<file path="src/hdl/dcache_pkg.sv">
`default_nettype none

package dcache_pkg;

	// the cache has four ways of 64 sets with 16-byte lines
	localparam int num_ways = 4;
	localparam int num_sets = 64;

	typedef logic [31:0]  addr_t;
	typedef logic [63:0]  word_t;
	typedef logic [127:0] line_t;
	typedef logic [7:0]   byte_en_t;
	typedef logic [21:0]  tag_t;
	typedef logic [5:0]   index_t;
	typedef logic [3:0]   way_t;

	typedef enum logic [2:0] {
		st_idle,
		st_lookup,
		st_fill_req,
		st_fill_wait,
		st_wr_req,
		st_wr_wait,
		st_done
	} ctrl_state_t;

	// tag is everything above the set index, bits 3:0 select the byte in the line
	function automatic tag_t addr_tag(input addr_t a);
		return a[31:10];
	endfunction

	function automatic index_t addr_index(input addr_t a);
		return a[9:4];
	endfunction

endpackage

`default_nettype wire
</file>
<file path="src/hdl/dcache_ctrl.sv">
`timescale 1ns/1ps
`default_nettype none

module dcache_ctrl
	import dcache_pkg::*;
#(
	parameter addr_t uncached_base = 32'h9000_0000
) (
	input  wire logic     clk,
	input  wire logic     rst,

	// processor side
	input  wire logic     valid,
	input  wire addr_t    addr,
	input  wire logic     wren,
	input  wire word_t    din,
	input  wire byte_en_t mask,
	output logic          ready,
	output word_t         dout,

	// memory side
	output logic          mem_req,
	output logic          mem_we,
	output addr_t         mem_addr,
	output word_t         mem_wdata,
	output byte_en_t      mem_wmask,
	input  wire logic     mem_ack,
	input  wire line_t    mem_rdata,

	// tag and data arrays
	output index_t        arr_index,
	output tag_t          arr_tag,
	output logic          arr_fill,
	output logic          arr_wr,
	output way_t          arr_way,
	output line_t         arr_line,
	output word_t         arr_word,
	output logic          arr_wr_hi,
	output byte_en_t      arr_wr_mask,
	input  wire way_t     way_hit,
	input  wire way_t     victim,
	input  wire line_t [3:0] rd_lines
);

	ctrl_state_t state;
	ctrl_state_t state_next;

	// request held for the whole transaction
	addr_t    req_addr;
	logic     req_wren;
	word_t    req_din;
	byte_en_t req_mask;
	logic     req_cached;

	way_t  hit_way_q;
	logic  from_mem_q;
	line_t line_q;

	logic  hit;
	line_t hit_line;
	line_t line_sel;

	assign hit = req_cached && (|way_hit);

	always_comb begin
		state_next = state;
		case (state)
			st_idle: begin
				if (valid) begin
					state_next = st_lookup;
				end
			end
			st_lookup: begin
				// writes always go through, read misses and uncached reads fetch a line
				if (req_wren) begin
					state_next = st_wr_req;
				end else if (hit) begin
					state_next = st_done;
				end else begin
					state_next = st_fill_req;
				end
			end
			st_fill_req: begin
				// the previous transaction's ack has to be gone first
				if (!mem_ack) begin
					state_next = st_fill_wait;
				end
			end
			st_fill_wait: begin
				if (mem_ack) begin
					state_next = st_done;
				end
			end
			st_wr_req: begin
				if (!mem_ack) begin
					state_next = st_wr_wait;
				end
			end
			st_wr_wait: begin
				if (mem_ack) begin
					state_next = st_done;
				end
			end
			st_done: begin
				state_next = st_idle;
			end
			default: begin
				state_next = st_idle;
			end
		endcase
	end

	always_ff @(posedge clk) begin
		if (rst) begin
			state   <= st_idle;
			mem_req <= 1'b0;
		end else begin
			state   <= state_next;
			// req is high for exactly the wait states, so it drops on the edge after ack
			mem_req <= (state_next == st_fill_wait) || (state_next == st_wr_wait);
		end
	end

	always_ff @(posedge clk) begin
		if (state == st_idle && valid) begin
			req_addr   <= addr;
			req_wren   <= wren;
			req_din    <= din;
			req_mask   <= mask;
			req_cached <= (addr < uncached_base);
		end
		if (state == st_lookup) begin
			hit_way_q  <= way_hit;
			from_mem_q <= !hit;
		end
		if (state == st_fill_wait && mem_ack) begin
			line_q <= mem_rdata;
		end
	end

	// reads fetch whole aligned lines, writes carry one aligned word
	assign mem_we    = req_wren;
	assign mem_addr  = req_wren ? {req_addr[31:3], 3'b000} : {req_addr[31:4], 4'b0000};
	assign mem_wdata = req_din;
	assign mem_wmask = req_mask;

	assign arr_index   = addr_index(req_addr);
	assign arr_tag     = addr_tag(req_addr);
	assign arr_fill    = (state == st_fill_wait) && mem_ack && req_cached;
	assign arr_wr      = (state == st_lookup) && req_wren && hit;
	assign arr_way     = (state == st_fill_wait) ? victim : way_hit;
	assign arr_line    = mem_rdata;
	assign arr_word    = req_din;
	assign arr_wr_hi   = req_addr[3];
	assign arr_wr_mask = req_mask;

	always_comb begin
		hit_line = rd_lines[0];
		for (int w = 0; w < num_ways; w++) begin
			if (hit_way_q[w]) begin
				hit_line = rd_lines[w];
			end
		end
	end

	// on a miss the fetched line is returned directly instead of reading it back
	assign line_sel = from_mem_q ? line_q : hit_line;
	assign dout     = req_addr[3] ? line_sel[127:64] : line_sel[63:0];
	assign ready    = (state == st_done);

	assert property (@(posedge clk) disable iff (rst) $fell(mem_req) |-> $past(mem_ack))
		else $error("mem_req dropped before the memory acknowledged");

	assert property (@(posedge clk) disable iff (rst) ready |=> !ready)
		else $error("ready held for more than one cycle");

endmodule

`default_nettype wire

</file>
<file path="config.mk">
export PLATFORM = sky130hd
export DESIGN_NAME = dcache_ctrl
export DESIGN_NICKNAME = d
export VERILOG_FILES = /design/src/hdl/dcache_pkg.sv /design/src/hdl/dcache_ctrl.sv
export SDC_FILE = /design/constraint.sdc
export NUM_CORES = 1
export LEC_CHECK = 0
export BUFFER_PORTS_ARGS = -buffer_cell sky130_fd_sc_hd__buf_2
export CORE_AREA = 10 10 443 445
export CTS_CLUSTER_DIAMETER = 40
export CTS_CLUSTER_SIZE = 40
export DETAILED_ROUTE_END_ITERATION = 10
export DIE_AREA = 0 0 453 455
export SKIP_CTS_REPAIR_TIMING = 1
export SYNTH_ARGS = -nofsm -noshare
export SYNTH_HDL_FRONTEND = slang
export SYNTH_SLANG_ARGS = --single-unit
</file>
<file path="constraint.sdc">
create_clock -name clk -period 40.8 [get_ports clk]
set_clock_uncertainty 0.05 [all_clocks]
set_input_delay 6.12 -clock clk [delete_from_list [all_inputs] [get_ports clk]]
set_output_delay 6.12 -clock clk [all_outputs]
set_load 0.1 [all_outputs]
</file>
## Word-level counts from Yosys, hierarchy flattened

Index checks and enable logic that the tools add are counted.

- $lt $le $gt $ge: 1
- Equality and inequality tests: 8
- Muxes and demuxes: 14
- Reductions and logical operators: 11

Operator list:

| operator | number |
|---|---|
| $mux 128 | 4 |
| $mux 64 | 1 |
| $lt 32x32->1 const B | 1 |
| $mux 3 | 6 |
| $pmux 3 s5 | 1 |
| $eq 3x3->1 const B | 4 |
| $eq 3x2->1 const B | 3 |
| $mux 4 | 2 |
| $logic_and 1x1->1 | 6 |
| $reduce_or 4->1 | 1 |
| $eq 3x1->1 const B | 1 |
| $logic_not 3->1 | 1 |
| $reduce_or 2->1 | 1 |
| $logic_not 1->1 | 1 |
| $logic_or 1x1->1 | 1 |

- Register bits: 243
- Bits of input ports: 757
- Output and inout port bits: 406
- Logic and storage cells: 44

## Longest topological paths before layout

Gate-level depths: netlist of the first run.

- Depth after elaboration: 7
- Depth in mapped cells: 6

## Worst setup path before layout of the first run

Ideal clock, no wire load.

- Path kind: input to register
- From: input valid
- To: register mem_req
- Arrival: 17324 ps
- Data required time: 40623 ps
- Setup slack: 23299 ps
- Stages: 3
- Buffers on the path: 0
- Path through: nor4b_1 -> a211oi_1 -> nor4_1

- Cells in the longest elaborated chain, start to end: 4

Ends and longest elaborated chain:

| element | line | source |
|---|---|---|
| start: declaration | dcache_ctrl.sv:13 | `input wire logic valid,` |
| $mux 3 * | dcache_ctrl.sv:69 | `if (valid) begin` |
| $pmux 3 s5 * | dcache_ctrl.sv:67 | `case (state)` |
| $eq 3x2->1 / $eq 3x3->1 (equally long branches) | dcache_ctrl.sv:120 | `mem_req <= (state_next == st_fill_wait) \|\| (state_next == st_wr_wait);` |
| $logic_or 1x1->1 * | dcache_ctrl.sv:120 |  |
| end signal: assignment | dcache_ctrl.sv:120 |  |
| end: declaration | dcache_ctrl.sv:22 | `output logic mem_req,` |

Mark *: on every way between the ends. The rest lies on a longest branch, timed or not.
A chain may end at the register's enable or synchronous reset.

## Final worst setup path of the first run

- From: input rd_lines[120] (netlist name)
- To: output dout[56]

- Cells in the longest elaborated chain, start to end: 5

Ends and longest elaborated chain:

| element | line | source |
|---|---|---|
| start: declaration | dcache_ctrl.sv:42 | `input wire line_t [3:0] rd_lines` |
| $mux 128 (3 in series) | dcache_ctrl.sv:160 | `if (hit_way_q[w]) begin` |
| $mux 128 | dcache_ctrl.sv:167 | `assign line_sel = from_mem_q ? line_q : hit_line;` |
| $mux 64 | dcache_ctrl.sv:168 | `assign dout = req_addr[3] ? line_sel[127:64] : line_sel[63:0];` |
| end: declaration | dcache_ctrl.sv:19 | `output word_t dout,` |

Every way passes these cells.

==> results of run 1 <==
## per-layer routing
| layer | part of all wire | up-vias |
|---|---|---|
| met5 | 0.0037 | - |
| met4 | 0.043 | 78 |
| met3 | 0.14 | 360 |
| met2 | 0.48 | 1253 |
| met1 | 0.33 | 7592 |
| li1 | - | 6431 |
## path summary, 6_finish.rpt
path | endpoint | slack (ps) | cells after the start
worst max-delay path | dout[56] | 26420 | 5
worst min-delay path | state[2]$_SDFF_PP0_ | 560 | 2
worst max register to register | arr_word[19]$_DFFE_PP_ | 38180 | 3
worst min register to register | state[2]$_SDFF_PP0_ | 560 | 2
## cell usage in the layout, fill, tap and decap left out, drive strengths merged, types with 3 or more instances in the layout
master / netlist / final
bufinv: 0 / 11
conb: 1 / 3
buf: 259 / 1203
clkinvlp: 0 / 7
o22ai: 64 / 64
a21o: 128 / 128
dfxtp: 4 / 4
clkinv: 0 / 18
o21ai: 65 / 65
o21bai: 64 / 64
nor2: 5 / 5
edfxtp: 235 / 235
nor4: 3 / 3
inv: 2 / 10
mux2: 132 / 132
diode: 0 / 75
clkbuf: 72 / 67
a221oi: 128 / 128
## final cells by class
cell class | count | area, sq um
diodes | 75 | 188
well taps | 2495 | 3120
fillers | 21300 | 163000
repair buffers | 1203 | 6150
inverters | 2 | 12.5
flip-flops and latches | 239 | 7140
multi-input cells | 613 | 5080
clock inverters | 44 | 666
clock buffers | 67 | 1530
## cell families after synthesis
family	count (synthesis)	synth area share
compound gates	455	0.231
buf+inv	333	0.160
flops	239	0.495
mux	132	0.103
simple gates	23	0.0101
other cells	1	0.000260
## worst max-delay path, cell delays in order
cell	delay [ps]
buf_2	160
mux2_2	270
a221oi_1	1040
o22ai_1	230
buf_2	380
## stage by stage
step / hold slack, ps / area (sq um) / instances / setup WS (ps)
final: 557 / 23900 / 4738 / 26420
after floorplan: 469 / 14400 / 1185 / 23300
after detailed placement: 544 / 21500 / 4551 / 26470
after global routing: 596 / 23800 / 4702 / 26290
after CTS: 554 / 23700 / 4662 / 26460
after global placement: 529 / 21500 / 4551 / 26460
## state kept, by name, indices dropped and copies added, names as in the netlist
| signal | count |
|---|---|
| arr_word | 64 |
| arr_wr_mask | 8 |
| from_mem_q | 1 |
| hit_way_q | 3 |
| line_q | 128 |
| mem_req | 1 |
| mem_we | 1 |
| req_addr | 29 |
| req_cached | 1 |
| state | 3 |
## power breakdown
| group | leakage [nW] | switching, mW | internal, mW |
|---|---|---|---|
| sequential | 2.20 | 0.00893 | 0.287 |
| clock | 1.04 | 0.181 | 0.343 |
| combinational | 6.79 | 0.396 | 0.0899 |
==> impl_metrics.yaml, run 1 <==
cts:
  clk_path_buf_depth: 3
  cts_bufs_inserted: 59
  clk_transition_reported_paths_ps: 50
  cts_num_sinks: 239
  h_tree_levels: 2
  clock_latency_ps: 680
  tritoncts: "built"
  cts.root.buffer_cell: "clkbuf_16"
grt:
  vias_in_the_first_global_route: 15300
  wire_length_of_the_first_global_routing_pass_um: 171000
  globalRouteOverflowTotal: 0
  grt_start_max_net_pins: 130
  gr-usage-met2: 0.214
  global_route.usage.met3: 0.0678
  groute.usage.overall: 0.128
  grt_antenna_before_repair: 167
  grt_most_used_layer: "met2"
  met1_usage: 0.137
synth:
  synth_area_leaders: "edfxtp_1 49%, buf_4 12%, mux2_2 10%"
  number_of_distinct_library_cell_variants_in_the_gate_level_netlist_after_synthesis: 36
  post_synth_instance_area_sq_mm: 0.0144
  synth.top_cells.by_count: "235 x edfxtp_1, 231 x buf_4, 132 x mux2_2"
  yosys_register_bits: 239
  synth_edf_count: 235
  syn-mean-instance-area_sq_um: 12.2
  synth.most_common_cell: "edfxtp_1"
  synth-warning-count: 0
  yosys.area.top_type: "edfxtp_1"
  yosysSeqAreaShare: 0.495
  synth.top_cell.area_share: 0.490
  synth_async_sr_flop_share: 0
  synthesis.instances: 1183
  synth_flop_cell: "edfxtp_1"
setup_path:
  type_of_destination_of_the_critical_path: "output port"
  timing.critical_path.required_ps: 34630
  crit_path_start_kind: "primary input"
  crit_type: "in -> out"
  crit_arrival_ps: 8210
  critical_path.reg2reg.startpoint: "state[1]$_SDFF_PP0_"
  timing.critical_path.fanout_max: 1
  timing.critical_path.from: "rd_lines[120]"
placed_design:
  hpwl_um: 124000
  gp_congestion: 0.976
  placement.io_buffers: 1156
power_and_ir_drop:
  power.ir.vdd_worst_mv: 0.0340
  leakagePower_nw: 10.0
  power_per_cell_area_mw_per_mm2: 54.7
  power.total_mw: 1.31
timing:
  finalHoldViolations: 0
  maxSlewViolCount: 0
  setup_viols_final: 0
  timing.fmax_mhz: 69.5
  rsz0062_at_grt: "false"
  maxSlewHeadroom: 0.132
  fin_crit_sh: 0.353
  finalCriticalPeriod_ps: 14380
  setup_tns_ps: 0
  worst_slew_pin_slew_ps: 1300
floorplan:
  floorplan.core_area_sq_mm: 0.187
  die-area_sq_mm: 0.206
  fp-row-count: 159
  initial_utilization: 0.0770
  dieWidth_um: 453
  fp.dieH_um: 455
  ioPinCount: 1163
detailed_routing:
  initialDrtViolationCount: 2293
  initial_drt_pass_iterations: 5
  routed_via_density: 3.32
  route.vias.total: 15700
  post-route-drc-count: 0
  wl_per_cell_um: 29.9
  finalWirelength_um: 142000
  ant_nets: 0
worst_hold_path:
  hold_path_class: "reg -> reg"
  worstHoldStart: "state[0]$_SDFF_PP0_"
layout:
  area_growth_pct: 65.6
  drive_gt1_frac: 0.673
  num-nets-final: 2875
  final_core_utilization: 0.128
run_status:
  status: "complete, no violations"
flow_run:
  cap_viol_max_count: 0
Note: power is estimated with default switching activity, not from simulation.
==> inputs of run 2 (changes only) <==
- clock period: 40.8 -> 12.7 ns (I/O delays scaled with it)
==> impl_metrics.yaml, run 2 (same netlist as run 1, synthesis figures left out) <==
run_status:
  status: "complete, no violations"
grt:
  grt_start_max_net_pins: 103
  grt_antenna_before_repair: 156
  wire_length_of_the_first_global_routing_pass_um: 174000
  vias_in_the_first_global_route: 15200
  groute.usage.overall: 0.131
  globalRouteOverflowTotal: 0
cts:
  clock_latency_ps: 620
  h_tree_levels: 2
  tritoncts: "built"
  cts_bufs_inserted: 53
  clk_path_buf_depth: 3
  clk_transition_reported_paths_ps: 50
  cts_num_sinks: 239
  cts.root.buffer_cell: "clkbuf_16"
timing:
  finalCriticalPeriod_ps: 6680
  finalHoldWorstSlack_ps: 565
  timing.fmax_mhz: 150
  worst_slew_pin_slew_ps: 1400
  finalHoldViolations: 0
  setup_viols_final: 0
  rsz0062_at_grt: "false"
  setup_tns_ps: 0
  maxSlewViolCount: 0
  maxSlewHeadroom: 0.0634
  fin_crit_sh: 0.526
worst_hold_path:
  worstHoldStart: "state[0]$_SDFF_PP0_"
  whs_endpoint: "state[1]$_SDFF_PP0_"
  whs_path_depth: 2
  hold_path_class: "reg -> reg"
floorplan:
  initial_utilization: 0.0770
  fp.dieH_um: 455
  floorplan.core_area_sq_mm: 0.187
  fp-row-count: 159
  dieWidth_um: 453
  ioPinCount: 1163
  die-area_sq_mm: 0.206
setup_path:
  crit_arrival_ps: 4730
  r2r_cells: 3
  type_of_destination_of_the_critical_path: "output port"
  worst-path-buf-inv: 3
  timing.critical_path.fanout_max: 83
  critical_path.reg2reg.endpoint: "line_q[66]$_DFFE_PP_"
  cpLargestDelayFamily: "buffers and inverters"
  timing.critical_path.required_ps: 10740
  worstPathCellList: "buf_12 > buf_4 > mux2_2 > a221oi_1 > o22ai_1 > buf_2"
  crit_path_start_kind: "flip-flop"
  reg2reg_setup_slack_ps: 9480
  critical-path-slowest-cell: "a221oi_1"
  critical_path.reg2reg.startpoint: "state[1]$_SDFF_PP0_"
  cp_slowest_stage_delay_ps: 1080
  crit_type: "reg -> out"
detailed_routing:
  routed_via_density: 3.27
  wl_per_cell_um: 30.7
  initialDrtViolationCount: 1724
  post-route-drc-count: 0
  finalWirelength_um: 145000
  route.vias.total: 15400
  ant_nets: 0
  initial_drt_pass_iterations: 5
layout:
  cell_area_after_layout_sq_mm: 0.0235
  final_core_utilization: 0.125
  final_common_cell: "buf_2"
  area_growth_pct: 62.7
  highest_count_cells_in_the_layout_ignoring_fill_and_taps: "1156 x buf_2, 235 x edfxtp_1, 132 x mux2_2, 128 x a21o_1, 121 x a221oi_1"
  final_cells: 4724
  largest_reg_flops: 128
  largest-register: "line_q"
  drive_gt1_frac: 0.665
  fillers: 21300
  num-nets-final: 2868
placed_design:
  placed_cells: 4551
  detailed_place.area_sq_mm: 0.0215
  hpwl_um: 127000
  gp_congestion: 0.998
  placement.io_buffers: 1156
power_and_ir_drop:
  power.ir.vdd_worst_mv: 0.103
  leakagePower_nw: 9.84
  power_per_cell_area_mw_per_mm2: 167
flow_run:
  cap_viol_max_count: 0
run 2: layout make-up:
class / count / area (sq um) / area share
well taps: 2495 / 3120 / 0.133
clock inverters: 41 / 447 / 0.0190
clock buffers: 55 / 1330 / 0.0569
diodes: 77 / 193 / 0.00822
repair buffers: 1202 / 6160 / 0.262
flip-flops and latches: 239 / 7140 / 0.304
inverters: 2 / 12.5 / 0.000533
multi-input cells: 613 / 5050 / 0.215
run 2: worst min-delay path, delay by kind of cell (launching register included):
kind	cells	cell delay, ps
flip-flops	1	390
AO/OA/AOI/OAI	2	180
run 2: layer usage:
layer | global-route usage | routed length, um | vias up
met5 | 0 | 512 | -
met4 | 0.0272 | 3830 | 78
met3 | 0.0699 | 19300 | 331
met2 | 0.233 | 73200 | 1117
met1 | 0.136 | 48100 | 7507
li1 | - | - | 6414
run 2: per-stage QoR:
step / setup slack [ps] / total power [mW]
final: 6020 / 3.91
after global routing: 5840 / 4.04
after CTS: 5890 / 3.98
after detailed placement: 6600 / 2.55
after global placement: 6640 / 2.55
after floorplan: 4380 / 2.14
run 2: where the power goes:
part / internal [mW] / switching (mW) / total, mW
registers: 0.922 / 0.0368 / 0.959
logic: 0.288 / 1.28 / 1.56
clock network: 0.873 / 0.519 / 1.39
run 2: worst max path at each step:
| stage | from | end | slack, ps | cells past startpoint |
|---|---|---|---|---|
| 6_report | hit_way_q[1]$_DFFE_PN_ | dout[13] | 6020 | 6 |
| 5_1_grt | hit_way_q[1]$_DFFE_PN_ | dout[14] | 5840 | 6 |
| 4_1_cts | hit_way_q[1]$_DFFE_PN_ | dout[23] | 5890 | 7 |
| 3_5_place_dp | hit_way_q[1]$_DFFE_PN_ | dout[23] | 6600 | 7 |
| 3_3_place_gp | hit_way_q[1]$_DFFE_PN_ | dout[23] | 6640 | 7 |
| 2_1_floorplan | valid | mem_req$_SDFF_PP0_ | 4380 | 3 |
==> inputs of run 3 (changes only) <==
- ABC_AREA: not set -> 1
- CORE_AREA: 10 10 443 445 -> 10 10 445 447
- DIE_AREA: 0 0 453 455 -> 0 0 455 457
- clock period: 12.7 -> 6.7 ns (I/O delays scaled with it)
==> impl_metrics.yaml, run 3 <==
setup_path:
  type_of_destination_of_the_critical_path: "output port"
  timing.critical_path.fanout_max: 89
  critical_path.reg2reg.startpoint: "state[0]$_SDFF_PP0_"
  timing.critical_path.mode_cell: "nand2_1"
  crit_path_start_kind: "flip-flop"
  worstPathCellList: "buf_12 > inv_6 > buf_4 > nand3_1 > nand2_1 > nand2_1 > nand2_1 > buf_2"
  timing.critical_path.from: "hit_way_q[3]$_DFFE_PN_"
  critical-path-slowest-cell: "inv_6"
  timing.critical_path.required_ps: 5640
  crit_type: "reg -> out"
  crit_arrival_ps: 3830
  cp_slowest_stage_delay_ps: 570
cts:
  clock_latency_ps: 680
  cts_bufs_inserted: 60
  tritoncts: "built"
  cts_num_sinks: 239
  clk_path_buf_depth: 3
  h_tree_levels: 2
  cts.root.buffer_cell: "clkbuf_16"
  clk_transition_reported_paths_ps: 60
placed_design:
  placed_cells: 5328
  placement.io_buffers: 1156
  hpwl_um: 134000
  gp_congestion: 0.964
  detailed_place.area_sq_mm: 0.0226
  dpl_worst_slack_ps: 2430
power_and_ir_drop:
  share_seq_of_total_power: 0.217
  share_comb_of_total_power: 0.406
  clkPwrFrac: 0.376
  power_per_cell_area_mw_per_mm2: 339
  switchingPower_mw: 4.04
  leakagePower_nw: 11.4
  power.total_mw: 8.45
  cellInternalPower_mw: 4.40
  power.switching_fraction: 0.479
  power.ir.vdd_worst_mv: 0.214
floorplan:
  floorplan.core_area_sq_mm: 0.189
  fp-row-count: 160
  die-area_sq_mm: 0.208
  initial_utilization: 0.0845
  ioPinCount: 1163
  dieWidth_um: 455
  fp.dieH_um: 457
layout:
  final_core_utilization: 0.132
  largest_reg_flops: 128
  largest-register: "line_q"
  highest_count_cells_in_the_layout_ignoring_fill_and_taps: "1156 x buf_2, 588 x nand2_1, 259 x nand3_1, 257 x a21oi_1, 235 x edfxtp_1"
  cell_area_after_layout_sq_mm: 0.0249
  final_common_cell: "buf_2"
  area_growth_pct: 55.9
  final_cells: 5482
  num-nets-final: 3636
  drive_gt1_frac: 0.447
timing:
  setup_viols_final: 0
  finalWorstSetupSlack_ps: 1820
  fin_crit_sh: 0.728
  worst_slew_pin_slew_ps: 1150
  maxSlewHeadroom: 0.236
  finalHoldViolations: 0
  timing.fmax_mhz: 205
  finalCriticalPeriod_ps: 4880
  maxSlewViolCount: 0
  setup_tns_ps: 0
  finalHoldWorstSlack_ps: 441
  rsz0062_at_grt: "false"
synth:
  syn-mean-instance-area_sq_um: 8.02
  synth.most_common_cell: "nand2_1"
  yosysSeqAreaShare: 0.447
  synth_flop_cell: "edfxtp_1"
  synth_edf_count: 235
  number_of_distinct_library_cell_variants_in_the_gate_level_netlist_after_synthesis: 25
  synth-warning-count: 0
  yosys.area.top_type: "edfxtp_1"
  yosys_register_bits: 239
  synth.top_cells.by_count: "588 x nand2_1, 259 x nand3_1, 257 x a21oi_1"
  post_synth_instance_area_sq_mm: 0.0160
  synthesis.instances: 1992
  synth_area_leaders: "edfxtp_1 44%, nand2_1 14%, buf_4 11%"
  synth_async_sr_flop_share: 0
  synth.top_cell.area_share: 0.442
grt:
  wire_length_of_the_first_global_routing_pass_um: 193000
  grt_most_used_layer: "met2"
  global_route.usage.met3: 0.0715
  met1_usage: 0.158
  grt_start_max_net_pins: 129
  vias_in_the_first_global_route: 18300
  globalRouteOverflowTotal: 0
  gr-usage-met2: 0.236
  grt_antenna_before_repair: 182
  groute.usage.overall: 0.142
detailed_routing:
  ant_nets: 0
  post-route-drc-count: 0
  wl_per_cell_um: 28.5
  initialDrtViolationCount: 2026
  finalWirelength_um: 156000
  routed_via_density: 3.41
  initial_drt_pass_iterations: 5
  route.vias.total: 18700
worst_hold_path:
  hold_path_class: "in -> reg"
  worstHoldStart: "addr[16]"
flow_run:
  cap_viol_max_count: 0
run_status:
  status: "complete, no violations"
==> run 3: cell count changes after synthesis, sizes merged, moves of 64 or more <==
cell and delta:
o22ai -64, nand3 +258, or2 +127, a221oi -128, buf +69, a21oi +255
mux2 -128, a21o -128, o21ai -64, nand2 +588, inv +141
==> run 3: worst paths after layout <==
check,endpoint,slack [ps],cells past startpoint
worst max-delay path,dout[35],1820,8
worst min-delay path,req_addr[16]$_DFFE_PP_,440,1
worst max register to register,line_q[118]$_DFFE_PP_,4390,3
worst min register to register,state[2]$_SDFF_PP0_,550,2
==> run 3: final cells by class <==
type | count | area (sq um)
antenna | 41 | 103
clock buffer | 65 | 1540
clock inverter | 48 | 626
fill | 21900 | 164000
inverter | 143 | 557
multi-input combinational | 1256 | 5750
sequential | 239 | 7140
tap | 2511 | 3140
timing repair buffer | 1179 | 6060
==> run 3: worst max-delay path, delay by kind of cell (launching register included) <==
kind / cells / cell delay, ps
buf+inv: 4 / 1720
flops: 1 / 410
simple gates: 4 / 710
==> run 3: power by group through the flow <==
stage                     Combinational [mW]  Sequential, mW  Clock [mW]
after floorplan                         2.12            2.36           0
after global placement                  3.46            1.86           0
after detailed placement                3.47            1.86           0
after CTS                               3.47            1.84        3.28
after global routing                    3.57            1.84        3.34
final                                   3.43            1.84        3.18
==> run 3: kinds of logic after synthesis <==
logic type,Yosys count,synth area share
buf+inv,499,0.195
mux,4,0.00282
compound gates,261,0.0822
simple gates,988,0.273
flops,239,0.447
other cells,1,0.000235
==> run 3: metal layers <==
layer	vias to the layer above	wire, um
li1	8152	-
met1	8654	57700
met2	1381	72100
met3	395	20100
met4	110	5360
met5	-	751
